$ cat src/hdl/sum_kernel_macros.svh
// Sum kernel sizing macros

`ifndef SUM_KERNEL_MACROS_SVH
`define SUM_KERNEL_MACROS_SVH

////////////////////
// Datapath widths
////////////////////

// Edge value and vertex sum
`define SK_DATA_W 32

// Vertex index
`define SK_VERTEX_W 16

// Degree, edge counter and response counter
`define SK_COUNT_W 32

////////////////////
// Result buffering
////////////////////

// Entries in the result FIFO
`define SK_RESULT_DEPTH 8

// Free entries left when almost full is raised
// Leaves room for edges already requested upstream
`define SK_ALFULL_SLACK 3

`endif
$ cat src/hdl/sum_kernel_pkg.sv
// Sum kernel types

`include "sum_kernel_macros.svh"

package sum_kernel_pkg;

	////////////////////
	// Vector types
	////////////////////

	// Edge value or running sum
	typedef logic [`SK_DATA_W-1:0] edge_data_t;

	// Vertex index
	typedef logic [`SK_VERTEX_W-1:0] vertex_id_t;

	// Degree or event counter
	typedef logic [`SK_COUNT_W-1:0] count_t;

	// Compute unit id stamped on results
	typedef logic [7:0] cu_id_t;

	////////////////////
	// Accumulate FSM
	////////////////////

	// Idle until the first edge of a vertex
	// Summing until the degree is reached
	// Emit for one push cycle
	typedef enum logic [1:0] {
		accum_idle,
		accum_summing,
		accum_emit
	} accum_state_t;

endpackage

$ cat src/hdl/edge_stream_if.sv
// Edge stream from fetch to accumulate

interface edge_stream_if import sum_kernel_pkg::*; ();

	// Latched edge strobe and value
	logic       valid;
	edge_data_t data;

	// Registered unit enable, shared by the later stages
	logic       enabled;

	// Result space low, stops new edge requests
	logic       request_block;

	// Producer side
	modport fetch (
		output valid,
		output data,
		output enabled,
		input  request_block
	);

	// Consumer side
	modport accumulate (
		input  valid,
		input  data,
		input  enabled,
		output request_block
	);

endinterface

$ cat src/hdl/sum_kernel_top.sv
// Sum kernel compute unit

module sum_kernel_top import sum_kernel_pkg::*; #(
	parameter cu_id_t CU_ID = 8'd1
) (
	input  logic       clock,
	input  logic       rstn,
	input  logic       enabled_in,
	// Upstream edge buffer
	input  logic       data_empty,
	input  logic       edge_valid,
	input  edge_data_t edge_data,
	// Vertex job
	input  logic       vertex_valid,
	input  vertex_id_t vertex_id,
	input  count_t     vertex_degree,
	// Shared write bus
	input  logic       write_bus_grant,
	input  logic       write_buffer_alfull,
	input  logic       write_response_valid,
	output logic       edge_request,
	output logic       write_bus_request,
	output logic       result_valid,
	output edge_data_t result_sum,
	output vertex_id_t result_index,
	output cu_id_t     result_cu_id,
	// Progress counters
	output count_t     edge_count,
	output count_t     response_count
);

	edge_stream_if stream_if ();

	logic       push;
	edge_data_t push_sum;
	vertex_id_t push_index;
	logic       result_alfull;

	////////////////////
	// Stages
	////////////////////

	edge_fetch i_edge_fetch (
		.clock       (clock),
		.rstn        (rstn),
		.enabled_in  (enabled_in),
		.data_empty  (data_empty),
		.edge_valid  (edge_valid),
		.edge_data   (edge_data),
		.edge_request(edge_request),
		.stream      (stream_if.fetch)
	);

	edge_accumulate i_edge_accumulate (
		.clock        (clock),
		.rstn         (rstn),
		.stream       (stream_if.accumulate),
		.vertex_valid (vertex_valid),
		.vertex_id    (vertex_id),
		.vertex_degree(vertex_degree),
		.result_alfull(result_alfull),
		.push         (push),
		.push_sum     (push_sum),
		.push_index   (push_index),
		.edge_count   (edge_count)
	);

	// Writeback runs on the enable latched in fetch
	result_writeback #(
		.CU_ID(CU_ID)
	) i_result_writeback (
		.clock               (clock),
		.rstn                (rstn),
		.enabled             (stream_if.enabled),
		.push                (push),
		.push_sum            (push_sum),
		.push_index          (push_index),
		.write_bus_grant     (write_bus_grant),
		.write_buffer_alfull (write_buffer_alfull),
		.write_response_valid(write_response_valid),
		.result_alfull       (result_alfull),
		.write_bus_request   (write_bus_request),
		.result_valid        (result_valid),
		.result_sum          (result_sum),
		.result_index        (result_index),
		.result_cu_id        (result_cu_id),
		.response_count      (response_count)
	);

endmodule

$ cat src/hdl/result_writeback.sv
// Result buffering and write bus handshake

`include "sum_kernel_macros.svh"

module result_writeback import sum_kernel_pkg::*; #(
	parameter cu_id_t CU_ID = 8'd1
) (
	input  logic       clock,
	input  logic       rstn,
	input  logic       enabled,
	input  logic       push,
	input  edge_data_t push_sum,
	input  vertex_id_t push_index,
	input  logic       write_bus_grant,
	input  logic       write_buffer_alfull,
	input  logic       write_response_valid,
	output logic       result_alfull,
	output logic       write_bus_request,
	output logic       result_valid,
	output edge_data_t result_sum,
	output vertex_id_t result_index,
	output cu_id_t     result_cu_id,
	output count_t     response_count
);

	localparam int ENTRY_W = $bits(edge_data_t) + $bits(vertex_id_t);

	logic [ENTRY_W-1:0] fifo_out;
	logic               fifo_empty;
	logic               grant_latched;
	logic               pop;

	// Sum and index kept together per entry
	sync_fifo #(
		.WIDTH(ENTRY_W),
		.DEPTH(`SK_RESULT_DEPTH)
	) i_result_fifo (
		.clock   (clock),
		.rstn    (rstn),
		.push    (push),
		.data_in ({push_sum, push_index}),
		.pop     (pop),
		.data_out(fifo_out),
		.empty   (fifo_empty),
		.full    (),
		.alfull  (result_alfull)
	);

	// One entry leaves per latched grant
	assign pop = enabled && grant_latched && !fifo_empty;

	////////////////////
	// Bus handshake
	////////////////////

	always_ff @(posedge clock or negedge rstn) begin
		if (!rstn) begin
			grant_latched     <= 1'b0;
			write_bus_request <= 1'b0;
			result_valid      <= 1'b0;
			response_count    <= '0;
		end else if (enabled) begin
			grant_latched     <= write_bus_grant;
			// Held off while a grant is still on its way to the pop
			write_bus_request <= !fifo_empty && !write_buffer_alfull
				&& !write_bus_grant && !grant_latched;
			result_valid      <= pop;
			if (write_response_valid) begin
				response_count <= response_count + 1'b1;
			end
		end else begin
			write_bus_request <= 1'b0;
			result_valid      <= 1'b0;
		end
	end

	// Popped entry out the cycle after the pop
	always_ff @(posedge clock) begin
		if (pop) begin
			{result_sum, result_index} <= fifo_out;
			result_cu_id               <= CU_ID;
		end
	end

endmodule

$ cat src/hdl/edge_accumulate.sv
// Per-vertex edge accumulation

module edge_accumulate import sum_kernel_pkg::*; (
	input  logic       clock,
	input  logic       rstn,
	edge_stream_if.accumulate stream,
	input  logic       vertex_valid,
	input  vertex_id_t vertex_id,
	input  count_t     vertex_degree,
	input  logic       result_alfull,
	output logic       push,
	output edge_data_t push_sum,
	output vertex_id_t push_index,
	output count_t     edge_count
);

	accum_state_t state;
	edge_data_t   sum;
	count_t       vertex_count;
	logic         job_valid;
	vertex_id_t   job_id;
	count_t       job_degree;
	logic         job_done;
	logic         job_complete;

	// Result space back to fetch
	assign stream.request_block = result_alfull;

	////////////////////
	// Vertex job latch
	////////////////////

	always_ff @(posedge clock or negedge rstn) begin
		if (!rstn) begin
			job_valid <= 1'b0;
			job_done  <= 1'b0;
		end else if (stream.enabled) begin
			job_valid <= vertex_valid;
			// Emitted job stays spent until a different job shows up
			if (state == accum_summing && job_complete) begin
				job_done <= 1'b1;
			end else if (!vertex_valid || vertex_id != job_id || vertex_degree != job_degree) begin
				job_done <= 1'b0;
			end
		end
	end

	always_ff @(posedge clock) begin
		if (stream.enabled) begin
			job_id     <= vertex_id;
			job_degree <= vertex_degree;
		end
	end

	// All edges of the current job summed
	assign job_complete = job_valid && !job_done && (vertex_count == job_degree);

	////////////////////
	// Summing FSM
	////////////////////

	always_ff @(posedge clock or negedge rstn) begin
		if (!rstn) begin
			state        <= accum_idle;
			sum          <= '0;
			vertex_count <= '0;
			edge_count   <= '0;
		end else if (stream.enabled) begin
			// Running total over all vertices
			if (stream.valid) begin
				edge_count <= edge_count + 1'b1;
			end
			case (state)
				accum_idle: begin
					if (stream.valid) begin
						sum          <= stream.data;
						vertex_count <= count_t'(1);
						state        <= accum_summing;
					end
				end
				accum_summing: begin
					if (job_complete) begin
						// Next vertex may start in the same cycle
						sum          <= stream.valid ? stream.data : '0;
						vertex_count <= stream.valid ? count_t'(1) : '0;
						state        <= accum_emit;
					end else if (stream.valid) begin
						sum          <= sum + stream.data;
						vertex_count <= vertex_count + 1'b1;
					end
				end
				default: begin
					if (stream.valid) begin
						sum          <= sum + stream.data;
						vertex_count <= vertex_count + 1'b1;
					end
					state <= (stream.valid || vertex_count != '0) ? accum_summing : accum_idle;
				end
			endcase
		end
	end

	// Result captured on the way into emit
	always_ff @(posedge clock) begin
		if (stream.enabled && state == accum_summing && job_complete) begin
			push_sum   <= sum;
			push_index <= job_id;
		end
	end

	// One push per emit cycle
	assign push = (state == accum_emit) && stream.enabled;

endmodule

$ cat src/hdl/edge_fetch.sv
// Edge fetch stage

module edge_fetch import sum_kernel_pkg::*; (
	input  logic       clock,
	input  logic       rstn,
	input  logic       enabled_in,
	input  logic       data_empty,
	input  logic       edge_valid,
	input  edge_data_t edge_data,
	output logic       edge_request,
	edge_stream_if.fetch stream
);

	logic enabled;
	logic empty_latched;

	////////////////////
	// Enable latch
	////////////////////

	// Enable change acts one cycle later
	always_ff @(posedge clock or negedge rstn) begin
		if (!rstn) begin
			enabled <= 1'b0;
		end else begin
			enabled <= enabled_in;
		end
	end

	// Later stages follow the same enable
	assign stream.enabled = enabled;

	////////////////////
	// Edge request
	////////////////////

	always_ff @(posedge clock or negedge rstn) begin
		if (!rstn) begin
			// Upstream treated as empty until seen
			empty_latched <= 1'b1;
			edge_request  <= 1'b0;
		end else if (enabled) begin
			empty_latched <= data_empty;
			// One edge asked per cycle while upstream has data and results fit
			edge_request  <= !empty_latched && !stream.request_block;
		end else begin
			// No strobe while disabled
			edge_request  <= 1'b0;
		end
	end

	////////////////////
	// Edge input register
	////////////////////

	// Valid follows the upstream strobe, cleared in cycles without an edge
	always_ff @(posedge clock or negedge rstn) begin
		if (!rstn) begin
			stream.valid <= 1'b0;
		end else if (enabled) begin
			stream.valid <= edge_valid;
		end
	end

	// Value only captured with its strobe
	always_ff @(posedge clock) begin
		if (enabled && edge_valid) begin
			stream.data <= edge_data;
		end
	end

endmodule

$ cat src/hdl/sync_fifo.sv
// Show-ahead synchronous FIFO

`include "sum_kernel_macros.svh"

module sync_fifo #(
	parameter int WIDTH = 32,
	parameter int DEPTH = 8
) (
	input  logic             clock,
	input  logic             rstn,
	input  logic             push,
	input  logic [WIDTH-1:0] data_in,
	input  logic             pop,
	output logic [WIDTH-1:0] data_out,
	output logic             empty,
	output logic             full,
	output logic             alfull
);

	localparam int PTR_W = (DEPTH > 1) ? $clog2(DEPTH) : 1;
	localparam int CNT_W = $clog2(DEPTH + 1);

	logic [WIDTH-1:0] mem [DEPTH];
	logic [PTR_W-1:0] wr_ptr;
	logic [PTR_W-1:0] rd_ptr;
	logic [CNT_W-1:0] count;
	logic             do_push;
	logic             do_pop;

	// Occupancy flags
	assign empty  = (count == '0);
	assign full   = (count == CNT_W'(DEPTH));
	assign alfull = (CNT_W'(DEPTH) - count) <= CNT_W'(`SK_ALFULL_SLACK);

	// Pop only real data, push into a full buffer only alongside a pop
	assign do_pop  = pop && !empty;
	assign do_push = push && (!full || do_pop);

	// Head entry always visible
	assign data_out = mem[rd_ptr];

	always_ff @(posedge clock) begin
		if (do_push) begin
			mem[wr_ptr] <= data_in;
		end
	end

	////////////////////
	// Pointers and count
	////////////////////

	always_ff @(posedge clock or negedge rstn) begin
		if (!rstn) begin
			wr_ptr <= '0;
			rd_ptr <= '0;
			count  <= '0;
		end else begin
			if (do_push) begin
				wr_ptr <= (wr_ptr == PTR_W'(DEPTH - 1)) ? '0 : wr_ptr + 1'b1;
			end
			if (do_pop) begin
				rd_ptr <= (rd_ptr == PTR_W'(DEPTH - 1)) ? '0 : rd_ptr + 1'b1;
			end
			// Simultaneous push and pop keeps the count
			case ({do_push, do_pop})
				2'b10:   count <= count + 1'b1;
				2'b01:   count <= count - 1'b1;
				default: count <= count;
			endcase
		end
	end

endmodule

$ cat config.mk
export PLATFORM = sky130hd
export DESIGN_NAME = sum_kernel_top
export DESIGN_NICKNAME = d
export VERILOG_FILES = /design/src/hdl/sum_kernel_pkg.sv /design/src/hdl/edge_stream_if.sv /design/src/hdl/sum_kernel_top.sv /design/src/hdl/result_writeback.sv /design/src/hdl/edge_accumulate.sv /design/src/hdl/edge_fetch.sv /design/src/hdl/sync_fifo.sv
export VERILOG_INCLUDE_DIRS = /design/src /design/src/hdl
export SDC_FILE = /design/constraint.sdc
export NUM_CORES = 1
export LEC_CHECK = 0
export ABC_AREA = 1
export BUFFER_PORTS_ARGS = -buffer_cell sky130_fd_sc_hd__buf_2
export CORE_MARGIN = 4
export CORE_UTILIZATION = 44
export DETAILED_ROUTE_END_ITERATION = 7
export PLACE_DENSITY = 0.72
export SETUP_SLACK_MARGIN = 0.1
export SLEW_MARGIN = 20
export SYNTH_ARGS = -nofsm -noshare
export SYNTH_HDL_FRONTEND = slang
export SYNTH_SLANG_ARGS = --single-unit
$ cat constraint.sdc
create_clock -name clock -period 7.27 [get_ports clock]
set_input_delay 1.0905 -clock clock [delete_from_list [all_inputs] [get_ports clock]]
set_output_delay 1.0905 -clock clock [all_outputs]
set_load 0.02 [all_outputs]
==> out/results.tsv <==
metric	value	unit
IO Count	212	
cts hold-fix bufs	0	
GRT Residual Overflow	0	
final net count	3505	
kind of critical path	register to register	
via count	22970	
Post-Place Setup Slack	3.269	ns
Hold Violations, Final	0	
TritonCTS clock tree	done	
Clock Pin Slew Worst Setup and Hold Paths	0.06	ns
DRC Markers	0	
Die ar.	0.07750	sq mm
pin count of the biggest net entering global routing	195	
CTS Root Cell	clkbuf_16	
worst skew pair latency	0.64	ns
status	complete, no violations	
non-filler cells, final	4396	
worst-path fanout max	55	
clock sink total	709	
vias in the first global route	21930	
Die X	278.4	um
sequential power share	40.9	%
CP Data Required Time	7.78	ns
routed wire length	78040	um
Slew Viols, Final	0	
pwr/cell area	336.7	mW/mm^2
cell taking the most area after synthesis	edfxtp_1	
# setup viols final	0	
placed insts	4245	
design area	0.03676	sq mm
I/O Buffers	203	
post-synthesis area per instance	10.14	sq um
wire per inst	17.75	um
total track usage	19.82	%
synthesized cell area	0.03217	sq mm
worst hold path class	input pin to async pin	
synthesized flop and latch total	709	
RSZ-0062 raised after global routing	no	
clock skew	0.03171	ns
peak supply drop	0.6386	mV
Comb power frac	28.1	%
CTS buffer count	75	
Final Cycle Share	54.18	%
Max clock buf depth	3	
share of synthesized registers carrying an async set or reset	21.02	%
Post-synth EDFFs	560	
setup bufs post-CTS	0	
Area after DPL	0.03419	sq mm
post-synth top area share	52.27	%
post-CTS sizing	0	
min Tclk post-route	3.939	ns
Worst Setup Start Kind	register	
Setup crit end kind	register	
initial antenna violation count	20	
layout cells sized above 1	12.19	%
die span in y	278.4	um
Row Count	98	
Switching Fraction	34.42	%
dominant cells by area after synthesis	edfxtp_1, dfrtp_1, nand2_1, nor2_1, inv_1	
dpl hpwl	51680	um
Layout area overhead	14.28	%
area of the core	0.07198	sq mm
final worst slack	3.331	ns
initial core utilization	44.69	%
CP arrival	4.45	ns
YS warnings	0	
DR vias/cell	5.225	
Post-Syn Instances	3173	
Leak	15.28	nW
DR iter-0 viols	2123	
max cap viols	0	
first-pass GRT wire length	122600	um
GP Congestion	0.9476	
Sw Pwr	4.260	mW
P_int	8.116	mW
Max transition margin	28.20	%
First-pass DRT Iterations	5	
Antenna Nets Post-Route	0	
post-synth cell types	58	
Top FF cell, synth	edfxtp_1	
Max Freq	253.9	MHz
post-synthesis sequential area ratio	63.87	%
TNS Setup	0	ns
slew at the pin closest to its max-slew limit	1.077	ns
H-tree levels	3	
Clock power frac	31.1	%
[sequential cells by signal (all words and copies together), names as in the netlist, 32 cells and up]
register,count
i_edge_accumulate.edge_count,32
i_edge_accumulate.job_degree,32
i_edge_accumulate.push_sum,32
i_edge_accumulate.sum,32
i_edge_accumulate.vertex_count,32
i_edge_fetch.stream.data,32
i_result_writeback.i_result_fifo.mem,384
i_result_writeback.response_count,32
i_result_writeback.result_sum,32
[metal layers]
| layer | vias to the layer above | global-route usage (%) | routed length, um |
|---|---|---|---|
| met2 | 803 | 31.98 | 36620 |
| met1 | 10880 | 26.75 | 33050 |
| met5 | - | 0 | 116 |
| li1 | 11100 | - | - |
| met4 | 18 | 6.109 | 2212 |
| met3 | 170 | 4.740 | 6030 |
[cells in the mapped netlist (all sizes together), types with 5 or more instances]
cell type and n:
a211oi 5, a21oi 43, a31oi 49, buf 30, clkbuf 79, dfrtp 148
edfxtp 560, ha 41, inv 340, nand2 658, nand3 128, nand4 50
nor2 529, nor3 37, nor4 20, o21ai 235, o22ai 61, or2 22
xnor2 30, xor2 67
[power groups by stage]
stage / combinational [mW] / sequential [mW] / clock [mW]
2_1_floorplan: 2.42 / 5.16 / 0
3_3_place_gp: 3.38 / 5.14 / 0
3_5_place_dp: 3.45 / 5.15 / 0
4_1_cts: 3.47 / 5.06 / 3.92
5_1_grt: 3.94 / 5.10 / 4.10
6_report: 3.47 / 5.06 / 3.84
[path summary, 6_finish.rpt]
path                                         startpoint                                   endpoint  slack, ns  depth (start not counted)
setup / recovery            i_edge_fetch.stream.enabled  i_result_writeback.i_result_fifo.count[3]       3.33                         14
hold / removal                                     rstn         i_edge_accumulate.vertex_count[16]       0.34                          1
setup reg to reg            i_edge_fetch.stream.enabled  i_result_writeback.i_result_fifo.count[3]       3.33                         14
hold reg to reg            i_edge_accumulate.job_id[15]           i_edge_accumulate.push_index[15]       0.46                          0
max in group asynchronous                          rstn       i_result_writeback.response_count[7]       5.98                          2
min in group clock         i_edge_accumulate.job_id[15]           i_edge_accumulate.push_index[15]       0.46                          0
[cells in the final DEF, fill, tap and decap left out, drive strengths merged, types with 2 or more instances in the layout]
| cell | Yosys | routed |
|---|---|---|
| a211oi | 5 | 5 |
| a21oi | 43 | 43 |
| a221oi | 4 | 4 |
| a22o | 3 | 3 |
| a22oi | 2 | 2 |
| a31oi | 49 | 49 |
| and3 | 2 | 2 |
| buf | 30 | 226 |
| bufinv | 0 | 6 |
| clkbuf | 79 | 109 |
| clkinv | 3 | 23 |
| clkinvlp | 0 | 2 |
| conb | 2 | 8 |
| dfrtp | 148 | 148 |
| diode | 0 | 10 |
| edfxtp | 560 | 560 |
| fa | 2 | 2 |
| ha | 41 | 41 |
| inv | 340 | 343 |
| nand2 | 658 | 658 |
| nand3 | 128 | 128 |
| nand3b | 4 | 4 |
| nand4 | 50 | 50 |
| nor2 | 529 | 529 |
| nor3 | 37 | 37 |
| nor4 | 20 | 20 |
| o2111ai | 4 | 4 |
| o211ai | 3 | 3 |
| o21ai | 235 | 235 |
| o22ai | 61 | 61 |
| o31ai | 2 | 2 |
| or2 | 22 | 22 |
| xnor2 | 30 | 30 |
| xor2 | 67 | 67 |
[metrics by stage]
step           hold WS (ns)  util, %  power (mW)
6_report             0.3414    51.08       12.38
5_1_grt              0.3347    51.05       13.15
4_1_cts              0.4611    51.00       12.45
3_5_place_dp         0.4491    47.51       8.597
3_3_place_gp         0.4452    47.50       8.520
2_1_floorplan        0.4264        -       7.576
[critical path: stages (launching register included)]
cell,delay (ns)
dfrtp_2,0.77
buf_4,0.53
nand2_1,0.19
nor2_4,0.14
buf_4,0.60
inv_1,0.16
nor2_1,0.27
ha_1,0.33
nand2_1,0.09
nor2_1,0.05
a211oi_1,0.26
nand2_1,0.10
o21ai_0,0.12
xor2_1,0.17
inv_1,0.05
[cells by family (layout without fill, tap and decap cells)]
logic type	after synthesis	in the layout	synth area share [%]
simple gates	1453	1453	19.08
flops	709	709	63.87
buf+inv	452	709	5.468
compound gates	416	416	7.164
xor+xnor	97	97	2.641
fa+ha+maj	43	43	1.719
other cells	2	18	0.02335
mux	1	1	0.03500
[area by class of cell]
| type | count | area [sq um] |
|---|---|---|
| Antenna cell | 10 | 25.02 |
| Clock buffer | 109 | 2096 |
| Timing Repair Buffer | 226 | 1227 |
| Fill cell | 6286 | 35210 |
| Clock inverter | 31 | 420.4 |
| Sequential cell | 709 | 20550 |
| Tap cell | 950 | 1189 |
| Multi-Input combinational cell | 2018 | 9965 |
| Inverter | 343 | 1290 |
No activity file was read; power rests on OpenSTA's default activity.
